===== src/hdl/hud_pkg.sv =====
package hud_pkg;

  typedef logic [9:0] coord_t;   // Screen or sprite-relative pixel position
  typedef logic [6:0] seconds_t; // 0 to 99
  typedef logic [3:0] digit_t;
  typedef logic [7:0] color_t;   // RGB332

  typedef enum logic [1:0] {
    IDLE,
    RUNNING,
    EXPIRED
  } timer_state_t;

  // Reduced frame totals
  localparam coord_t H_ACTIVE = 10'd32;
  localparam coord_t H_TOTAL  = 10'd40;
  localparam coord_t V_ACTIVE = 10'd20;
  localparam coord_t V_TOTAL  = 10'd24;

  localparam coord_t SPRITE_WIDTH  = 10'd10; // One digit
  localparam coord_t SPRITE_HEIGHT = 10'd13;
  localparam coord_t SPRITE_X      = 10'd6;  // Top-left corner of both digits
  localparam coord_t SPRITE_Y      = 10'd4;

  localparam int       FRAMES_PER_SECOND = 3;
  localparam seconds_t MAX_SECONDS       = 7'd99;

  localparam color_t COUNTER_COLOR     = 8'b00000000;
  localparam color_t TRANSPARENT_COLOR = 8'b11100011;
  localparam color_t BACKGROUND_COLOR  = 8'h49;

  // Bit 9 is the leftmost column
  localparam logic [SPRITE_WIDTH-1:0] GLYPH [10][SPRITE_HEIGHT] = '{
    '{'h000, 'h1FE, 'h186, 'h186, 'h186, 'h186, 'h186,
      'h186, 'h186, 'h186, 'h186, 'h1FE, 'h000},
    '{'h000, 'h070, 'h0F0, 'h030, 'h030, 'h030, 'h030,
      'h030, 'h030, 'h030, 'h030, 'h0FC, 'h000},
    '{'h000, 'h1FE, 'h006, 'h006, 'h006, 'h006, 'h1FE,
      'h180, 'h180, 'h180, 'h180, 'h1FE, 'h000},
    '{'h000, 'h1FE, 'h006, 'h006, 'h006, 'h006, 'h1FE,
      'h006, 'h006, 'h006, 'h006, 'h1FE, 'h000},
    '{'h000, 'h186, 'h186, 'h186, 'h186, 'h186, 'h1FE,
      'h006, 'h006, 'h006, 'h006, 'h006, 'h000},
    '{'h000, 'h1FE, 'h180, 'h180, 'h180, 'h180, 'h1FE,
      'h006, 'h006, 'h006, 'h006, 'h1FE, 'h000},
    '{'h000, 'h1FE, 'h180, 'h180, 'h180, 'h180, 'h1FE,
      'h186, 'h186, 'h186, 'h186, 'h1FE, 'h000},
    '{'h000, 'h1FE, 'h006, 'h006, 'h00C, 'h00C, 'h018,
      'h018, 'h030, 'h030, 'h030, 'h030, 'h000},
    '{'h000, 'h1FE, 'h186, 'h186, 'h186, 'h186, 'h1FE,
      'h186, 'h186, 'h186, 'h186, 'h1FE, 'h000},
    '{'h000, 'h1FE, 'h186, 'h186, 'h186, 'h186, 'h1FE,
      'h006, 'h006, 'h006, 'h006, 'h1FE, 'h000}
  };

endpackage


===== src/hdl/scan_if.sv =====
`timescale 1ns/1ps

interface scan_if;

  hud_pkg::coord_t x;
  hud_pkg::coord_t y;
  logic            active;      // Inside the visible area
  logic            frame_start; // One cycle at (0,0)

  modport src (
    output x,
    output y,
    output active,
    output frame_start
  );

  modport dst (
    input x,
    input y,
    input active,
    input frame_start
  );

endinterface


===== src/hdl/scan_timing.sv =====
`timescale 1ns/1ps

module scan_timing (
  input  logic clk,
  input  logic reset,
  scan_if.src  scan
);

  hud_pkg::coord_t next_x;
  hud_pkg::coord_t next_y;
  logic            last_col;
  logic            last_row;

  assign last_col = (scan.x == hud_pkg::H_TOTAL - 1);
  assign last_row = (scan.y == hud_pkg::V_TOTAL - 1);

  always_comb begin
    next_x = last_col ? '0 : scan.x + 1'b1;
    next_y = scan.y;
    if (last_col) begin
      next_y = last_row ? '0 : scan.y + 1'b1;
    end
  end

  always_ff @(posedge clk) begin
    if (reset) begin
      scan.x           <= '0;
      scan.y           <= '0;
      scan.active      <= 1'b1; // Pixel (0,0) is visible
      scan.frame_start <= 1'b0; // No strobe on the first cycle
    end else begin
      scan.x           <= next_x;
      scan.y           <= next_y;
      scan.active      <= (next_x < hud_pkg::H_ACTIVE) && (next_y < hud_pkg::V_ACTIVE);
      // Wrap from the last pixel back to the origin
      scan.frame_start <= last_col && last_row;
    end
  end

endmodule


===== src/hdl/game_timer.sv =====
`timescale 1ns/1ps

module game_timer (
  input  logic                clk,
  input  logic                reset,
  input  logic                start,
  input  hud_pkg::seconds_t   load_seconds,
  input  logic                pause,
  scan_if.dst                 scan,
  output hud_pkg::seconds_t   seconds_left,
  output logic                expired
);

  localparam int CNT_W = $clog2(hud_pkg::FRAMES_PER_SECOND);

  hud_pkg::timer_state_t state;
  hud_pkg::seconds_t     load_value;
  logic [CNT_W-1:0]      frame_cnt;
  logic                  step;

  assign load_value = (load_seconds > hud_pkg::MAX_SECONDS) ? hud_pkg::MAX_SECONDS
                                                            : load_seconds;
  assign step       = scan.frame_start && !pause; // Frames while paused are not counted
  assign expired    = (state == hud_pkg::EXPIRED);

  always_ff @(posedge clk) begin
    if (reset) begin
      state        <= hud_pkg::IDLE;
      seconds_left <= '0;
      frame_cnt    <= '0;
    end else if (start) begin
      // Restart from any state
      frame_cnt    <= '0;
      seconds_left <= load_value;
      state        <= (load_value == '0) ? hud_pkg::EXPIRED : hud_pkg::RUNNING;
    end else begin
      case (state)
        hud_pkg::RUNNING: begin
          if (step) begin
            if (frame_cnt == hud_pkg::FRAMES_PER_SECOND - 1) begin
              frame_cnt    <= '0;
              seconds_left <= seconds_left - 1'b1;
              if (seconds_left == 7'd1) begin
                state <= hud_pkg::EXPIRED; // Last second just ran out
              end
            end else begin
              frame_cnt <= frame_cnt + 1'b1;
            end
          end
        end
        hud_pkg::EXPIRED: state <= hud_pkg::EXPIRED; // Held until the next start
        default:          state <= hud_pkg::IDLE;
      endcase
    end
  end

endmodule


===== src/hdl/timer_sprite.sv =====
`timescale 1ns/1ps

module timer_sprite (
  input  logic              clk,
  input  hud_pkg::coord_t   rel_x,
  input  hud_pkg::coord_t   rel_y,
  input  hud_pkg::seconds_t seconds,
  output hud_pkg::color_t   pixel_data
);

  hud_pkg::digit_t tens;
  hud_pkg::digit_t ones;
  hud_pkg::digit_t digit;
  hud_pkg::coord_t col;
  logic            left_digit;
  logic            in_range;
  logic            blank;
  logic [3:0]      bit_idx;
  logic            glyph_bit;

  assign tens = hud_pkg::digit_t'(seconds / 7'd10);
  assign ones = hud_pkg::digit_t'(seconds % 7'd10);

  // Tens on the left half and ones on the right
  assign left_digit = (rel_x < hud_pkg::SPRITE_WIDTH);
  assign digit      = left_digit ? tens : ones;
  assign col        = left_digit ? rel_x : rel_x - hud_pkg::SPRITE_WIDTH;

  // Negative offsets wrap to large values and land here too
  assign in_range = (rel_x < 2 * hud_pkg::SPRITE_WIDTH) &&
                    (rel_y < hud_pkg::SPRITE_HEIGHT);
  assign blank    = left_digit && (tens == '0); // No leading zero

  assign bit_idx = 4'(hud_pkg::SPRITE_WIDTH - 1) - col[3:0];

  always_comb begin
    glyph_bit = 1'b0;
    if (in_range) begin
      glyph_bit = hud_pkg::GLYPH[digit][rel_y[3:0]][bit_idx];
    end
  end

  // One cycle of glyph lookup
  always_ff @(posedge clk) begin
    if (in_range && !blank && glyph_bit) begin
      pixel_data <= hud_pkg::COUNTER_COLOR;
    end else begin
      pixel_data <= hud_pkg::TRANSPARENT_COLOR;
    end
  end

endmodule


===== src/hdl/hud_overlay.sv =====
`timescale 1ns/1ps

module hud_overlay (
  input  logic              clk,
  input  logic              reset,
  scan_if.dst               scan,
  input  hud_pkg::seconds_t seconds_left,
  output hud_pkg::coord_t   pixel_x,
  output hud_pkg::coord_t   pixel_y,
  output logic              pixel_active,
  output logic              frame_start,
  output hud_pkg::color_t   pixel_color
);

  hud_pkg::seconds_t shown_q;
  hud_pkg::seconds_t shown;
  hud_pkg::coord_t   rel_x;
  hud_pkg::coord_t   rel_y;
  hud_pkg::color_t   sprite_data;
  hud_pkg::coord_t   x_d1;
  hud_pkg::coord_t   y_d1;
  logic              active_d1;
  logic              frame_start_d1;

  // Value at frame_start holds for the whole frame
  assign shown = scan.frame_start ? seconds_left : shown_q;

  always_ff @(posedge clk) begin
    if (reset) begin
      shown_q <= '0;
    end else begin
      shown_q <= shown;
    end
  end

  assign rel_x = scan.x - hud_pkg::SPRITE_X;
  assign rel_y = scan.y - hud_pkg::SPRITE_Y;

  timer_sprite sprite_i (
    .clk        (clk),
    .rel_x      (rel_x),
    .rel_y      (rel_y),
    .seconds    (shown),
    .pixel_data (sprite_data)
  );

  always_ff @(posedge clk) begin
    x_d1    <= scan.x; // Matches the sprite lookup
    y_d1    <= scan.y;
    pixel_x <= x_d1;
    pixel_y <= y_d1;
    if (!active_d1) begin
      pixel_color <= '0; // Blanking
    end else if (sprite_data == hud_pkg::TRANSPARENT_COLOR) begin
      pixel_color <= hud_pkg::BACKGROUND_COLOR;
    end else begin
      pixel_color <= sprite_data;
    end
  end

  always_ff @(posedge clk) begin
    if (reset) begin
      active_d1      <= 1'b0;
      frame_start_d1 <= 1'b0;
      pixel_active   <= 1'b0;
      frame_start    <= 1'b0;
    end else begin
      active_d1      <= scan.active;
      frame_start_d1 <= scan.frame_start;
      pixel_active   <= active_d1;
      frame_start    <= frame_start_d1;
    end
  end

endmodule


===== src/hdl/hud_top.sv =====
`timescale 1ns/1ps

module hud_top (
  input  logic              clk,
  input  logic              reset,
  input  logic              start,
  input  hud_pkg::seconds_t load_seconds,
  input  logic              pause,
  output hud_pkg::coord_t   pixel_x,
  output hud_pkg::coord_t   pixel_y,
  output logic              pixel_active,
  output logic              frame_start,
  output hud_pkg::color_t   pixel_color,
  output hud_pkg::seconds_t seconds_left,
  output logic              expired
);

  scan_if scan_bus ();

  scan_timing scan_i (
    .clk   (clk),
    .reset (reset),
    .scan  (scan_bus.src)
  );

  // Steps on the undelayed frame strobe
  game_timer timer_i (
    .clk          (clk),
    .reset        (reset),
    .start        (start),
    .load_seconds (load_seconds),
    .pause        (pause),
    .scan         (scan_bus.dst),
    .seconds_left (seconds_left),
    .expired      (expired)
  );

  hud_overlay overlay_i (
    .clk          (clk),
    .reset        (reset),
    .scan         (scan_bus.dst),
    .seconds_left (seconds_left),
    .pixel_x      (pixel_x),
    .pixel_y      (pixel_y),
    .pixel_active (pixel_active),
    .frame_start  (frame_start),
    .pixel_color  (pixel_color)
  );

endmodule


===== config.mk =====
export PLATFORM = sky130hd
export DESIGN_NAME = hud_top
export DESIGN_NICKNAME = d
export VERILOG_FILES = /design/src/hdl/hud_pkg.sv /design/src/hdl/scan_if.sv /design/src/hdl/scan_timing.sv /design/src/hdl/game_timer.sv /design/src/hdl/timer_sprite.sv /design/src/hdl/hud_overlay.sv /design/src/hdl/hud_top.sv
export SDC_FILE = /design/constraint.sdc
export NUM_CORES = 1
export LEC_CHECK = 0
export ABC_AREA = 1
export BUFFER_PORTS_ARGS = -buffer_cell sky130_fd_sc_hd__buf_2
export CORE_ASPECT_RATIO = 1.4
export CORE_MARGIN = 2
export CORE_UTILIZATION = 53
export DETAILED_ROUTE_END_ITERATION = 10
export PLACE_DENSITY = 0.76
export SKIP_LAST_GASP = 1
export SLEW_MARGIN = 20
export SYNTH_ARGS = -nofsm -noshare
export SYNTH_HDL_FRONTEND = slang
export SYNTH_SLANG_ARGS = --single-unit

===== constraint.sdc =====
create_clock -name clk -period 3.6 [get_ports clk]
set_input_delay 0.18 -clock clk [delete_from_list [all_inputs] [get_ports clk]]
set_output_delay 0.18 -clock clk [all_outputs]
set_load 0.03 [all_outputs]

==> metrics.txt <==
leakage=0.00272 µW; Worst Setup End Kind=flip-flop; met3 wire length=504 µm; insertion delay to the later sink of the worst-skew pair=0.34 ns; number of synthesis warnings=0; violations in the final reports=negative setup slack; Max-cap violations=0; critical path class=reg -> reg; RSZ-0062 raised after global routing=yes; Horiz. Die Dim=81.0 µm; Slew @ Worst Pin=0.772 ns; routed len/inst=14.6 µm; port buffer count=46; gr ovfl total=0; Post-Synth XOR/XNOR Area=2.59%; GPL Wtd Cong=0.953; status=finished with violations; initial antenna violation count=0; Top Layer Used=met4; Worst Path Buf+Inv=9; Mapped Area=4400 µm²; layout cells sized above 1=26.9%; Final Max Tran Viols=0; Post-DP Area=4910 µm²; multiplexer share of the synthesized area=0%; global-route wire length before repair=18500 µm; CTS tree=yes; FF-to-FF Start=scan_i.scan.frame_start; Worst path depth=33; r2r setup slk=-0.07 ns; die height=112 µm; Post-Layout Cell Count=813; final setup violating endpoints=1; clk slew on worst S/H paths=0.07 ns; Post-Synth Simple-Gate Area=32.4%; startpoint types=flip-flop; final net count=737; Cell Rows=39; Synth async-reset ratio=0%; total number of H-tree levels=3; DR WL met2=6740 µm; Final Hold Vio Count=0; Hold Buf Count CTS=0; vias in the first global route=4273; Layout Utilization=70.3%; Final period util=102%; Seq/Total Area, Yosys=39.6%; pwr dens=385 nW/µm²; Hold Crit Class=in -> reg; critical path's top delay family=simple AND/OR/NAND/NOR gates; Root Buffer=clkbuf_16; Overall Global Routing Usage=25.9%; number of DRC markers in iteration 0=291; dpl hpwl=8200 µm; post-place setup slack=-0.210 ns; Synth Area in Adders=5.69%; wl on met1=4300 µm; diode count=0; drt total wl=11900 µm; drt pass-1 iters=5; Yosys reg bits=87; CP Max Fanout=7; Top FF cell, synth=dfxtp_1; number of synthesized flops with an enable pin=0; critical path's most frequent cell=nand2_2; worst vdd ir=0.337 mV; CP max stage delay=0.39 ns; FF-to-FF path depth=33; slowest stage cell, crit path=dfxtp_4; critical path data arrival time=3.91 ns; Rel. slew slack=48.3%; vias=4427; final worst slack=-0.0695 ns; CTS Buf Count=9; Mapped Cells=618; fmax=273 MHz; placed cell count=783; worst clock skew=0.00544 ns; Post-route DRC=0; hold_ws=0.142 ns; Compound-Gate Fraction of Synth Area=9.89%; # clock sinks=87; largest net degree at the start of global routing=31; Antenna Nets Post-Route=0; post-layout min period=3.67 ns; area of the core=8100 µm²; Max Root-Sink Buffers=2; die area=9060 µm²; CP Launch Point=scan_i.scan.frame_start; IO Pins=49; main combinational cell family by area after synthesis=simple AND/OR/NAND/NOR gates; Yosys cell types=43; Synth Area per Inst=7.12 µm²; Area growth syn-to-layout=29.3%; Critical Path Sink=overlay_i.sprite_i.pixel_data[6]; post-route design area=5690 µm²; vias per cell=5.45; Initial Utilization=54.3%; FF-to-FF End=overlay_i.sprite_i.pixel_data[6]; Req. time, crit path=3.84 ns
-- worst min-delay path by stage --
stage,from,slack [ns],to,cells past startpoint
4_1_cts,load_seconds[6],0.12,timer_i.seconds_left[6],3
5_1_grt,load_seconds[5],0.13,timer_i.seconds_left[5],3
6_report,load_seconds[6],0.14,timer_i.seconds_left[6],3
2_1_floorplan,overlay_i.x_d1[0],0.31,overlay_i.pixel_x[0],0
3_5_place_dp,overlay_i.x_d1[0],0.31,overlay_i.pixel_x[0],0
3_3_place_gp,overlay_i.x_d1[1],0.31,overlay_i.pixel_x[1],0
-- area by class of cell --
cell class	instances	area, µm²
multi-input cells	428	2540
fillers	672	2410
flip-flops and latches	87	1750
repair buffers	92	592
inverters	88	345
clock buffers	9	225
well taps	102	128
clock inverters	7	110
-- cells in the final DEF, fill, tap and decap left out, types with 3 or more instances in the layout --
| cell type | instances |
|---|---|
| a21oi_1 | 17 |
| a31oi_1 | 4 |
| buf_2 | 46 |
| buf_4 | 44 |
| clkbuf_16 | 9 |
| clkinv_1 | 3 |
| conb_1 | 3 |
| dfxtp_1 | 84 |
| ha_1 | 18 |
| inv_1 | 70 |
| inv_2 | 10 |
| inv_4 | 4 |
| inv_8 | 3 |
| nand2_1 | 113 |
| nand2_2 | 17 |
| nand2_4 | 13 |
| nand3_1 | 31 |
| nand3_2 | 11 |
| nand3_4 | 8 |
| nand4_1 | 21 |
| nor2_1 | 83 |
| nor3_1 | 9 |
| nor4_1 | 3 |
| o21ai_0 | 23 |
| o21ai_1 | 10 |
| xor2_1 | 11 |
-- state kept, by name, summed over array words and instances (netlist names) --
name	count
overlay_i.shown_q	7
overlay_i.pixel_color	2
overlay_i.sprite_i.pixel_data	1
scan_i.scan.x	10
overlay_i.x_d1	10
scan_i.scan.active	1
overlay_i.frame_start	1
overlay_i.frame_start_d1	1
overlay_i.y_d1	10
timer_i.frame_cnt	2
overlay_i.pixel_x	10
timer_i.state	2
overlay_i.active_d1	1
timer_i.seconds_left	7
scan_i.scan.frame_start	1
overlay_i.pixel_y	10
scan_i.scan.y	10
overlay_i.pixel_active	1
-- synthesized netlist by cell type (all sizes together) (2+ instances only) --
cell / count / area share, %
dfxtp: 87 / 40
nor3: 9 / 1.0
nand3: 50 / 6.7
o211ai: 2 / 0.34
ha: 20 / 5.7
nor2: 86 / 7.3
nand4: 22 / 3.3
a31oi: 4 / 0.57
a211oi: 2 / 0.34
a21oi: 20 / 2.4
xnor2: 2 / 0.40
nand2: 144 / 13
o21ai: 35 / 4.1
xor2: 11 / 2.2
clkbuf: 6 / 0.51
buf: 11 / 1.8
nor3b: 2 / 0.34
clkinv: 3 / 0.26
o31ai: 3 / 0.51
nor4: 3 / 0.43
inv: 85 / 7.2
-- metal layers --
metal / up-vias / track usage (%)
met5: - / 0
met4: 0 / 11.2
met3: 40 / 4.70
met2: 152 / 49.0
met1: 2073 / 26.8
li1: 2162 / -
-- where the power goes --
group	total (µW)	switching (µW)	internal [µW]	leakage, µW
combinational	165	111	53.1	0.00185
clock	1030	406	624	0.000162
sequential	996	16.2	979	0.000708
total	2190	533	1660	0.00272
-- stage by stage --
step	setup TNS [ns]	total power, µW
floorplan	0	1140
global placement	-0.0466	1170
detailed placement	-0.210	1180
CTS	0	2200
global route	-0.345	2270
finish	-0.0695	2190
-- what timing repair did --
action,CTS,global route
gates cloned,0,0
endpoints found under the hold margin,0,0
buffers inserted,2,12
pin swaps,6,30
setup endpoints to repair,1,1
resized for setup,24,59
-- worst register-to-register path: cells and delay by family (launching register included) --
family                     cells  cell delay (ns)
and+or+nand+nor               18             1.71
buffers and inverters          9             0.67
AOI/OAI and AO/OA              4             0.46
DFF                            1             0.39
adders and majority gates      2             0.34
-- kinds of logic after synthesis --
kind of cell / after synthesis
buf+inv: 105
xor+xnor: 13
fa+ha+maj: 20
compound gates: 75
other cells: 1
simple gates: 317
flops: 87
Note: power is estimated with default switching activity, not from simulation.
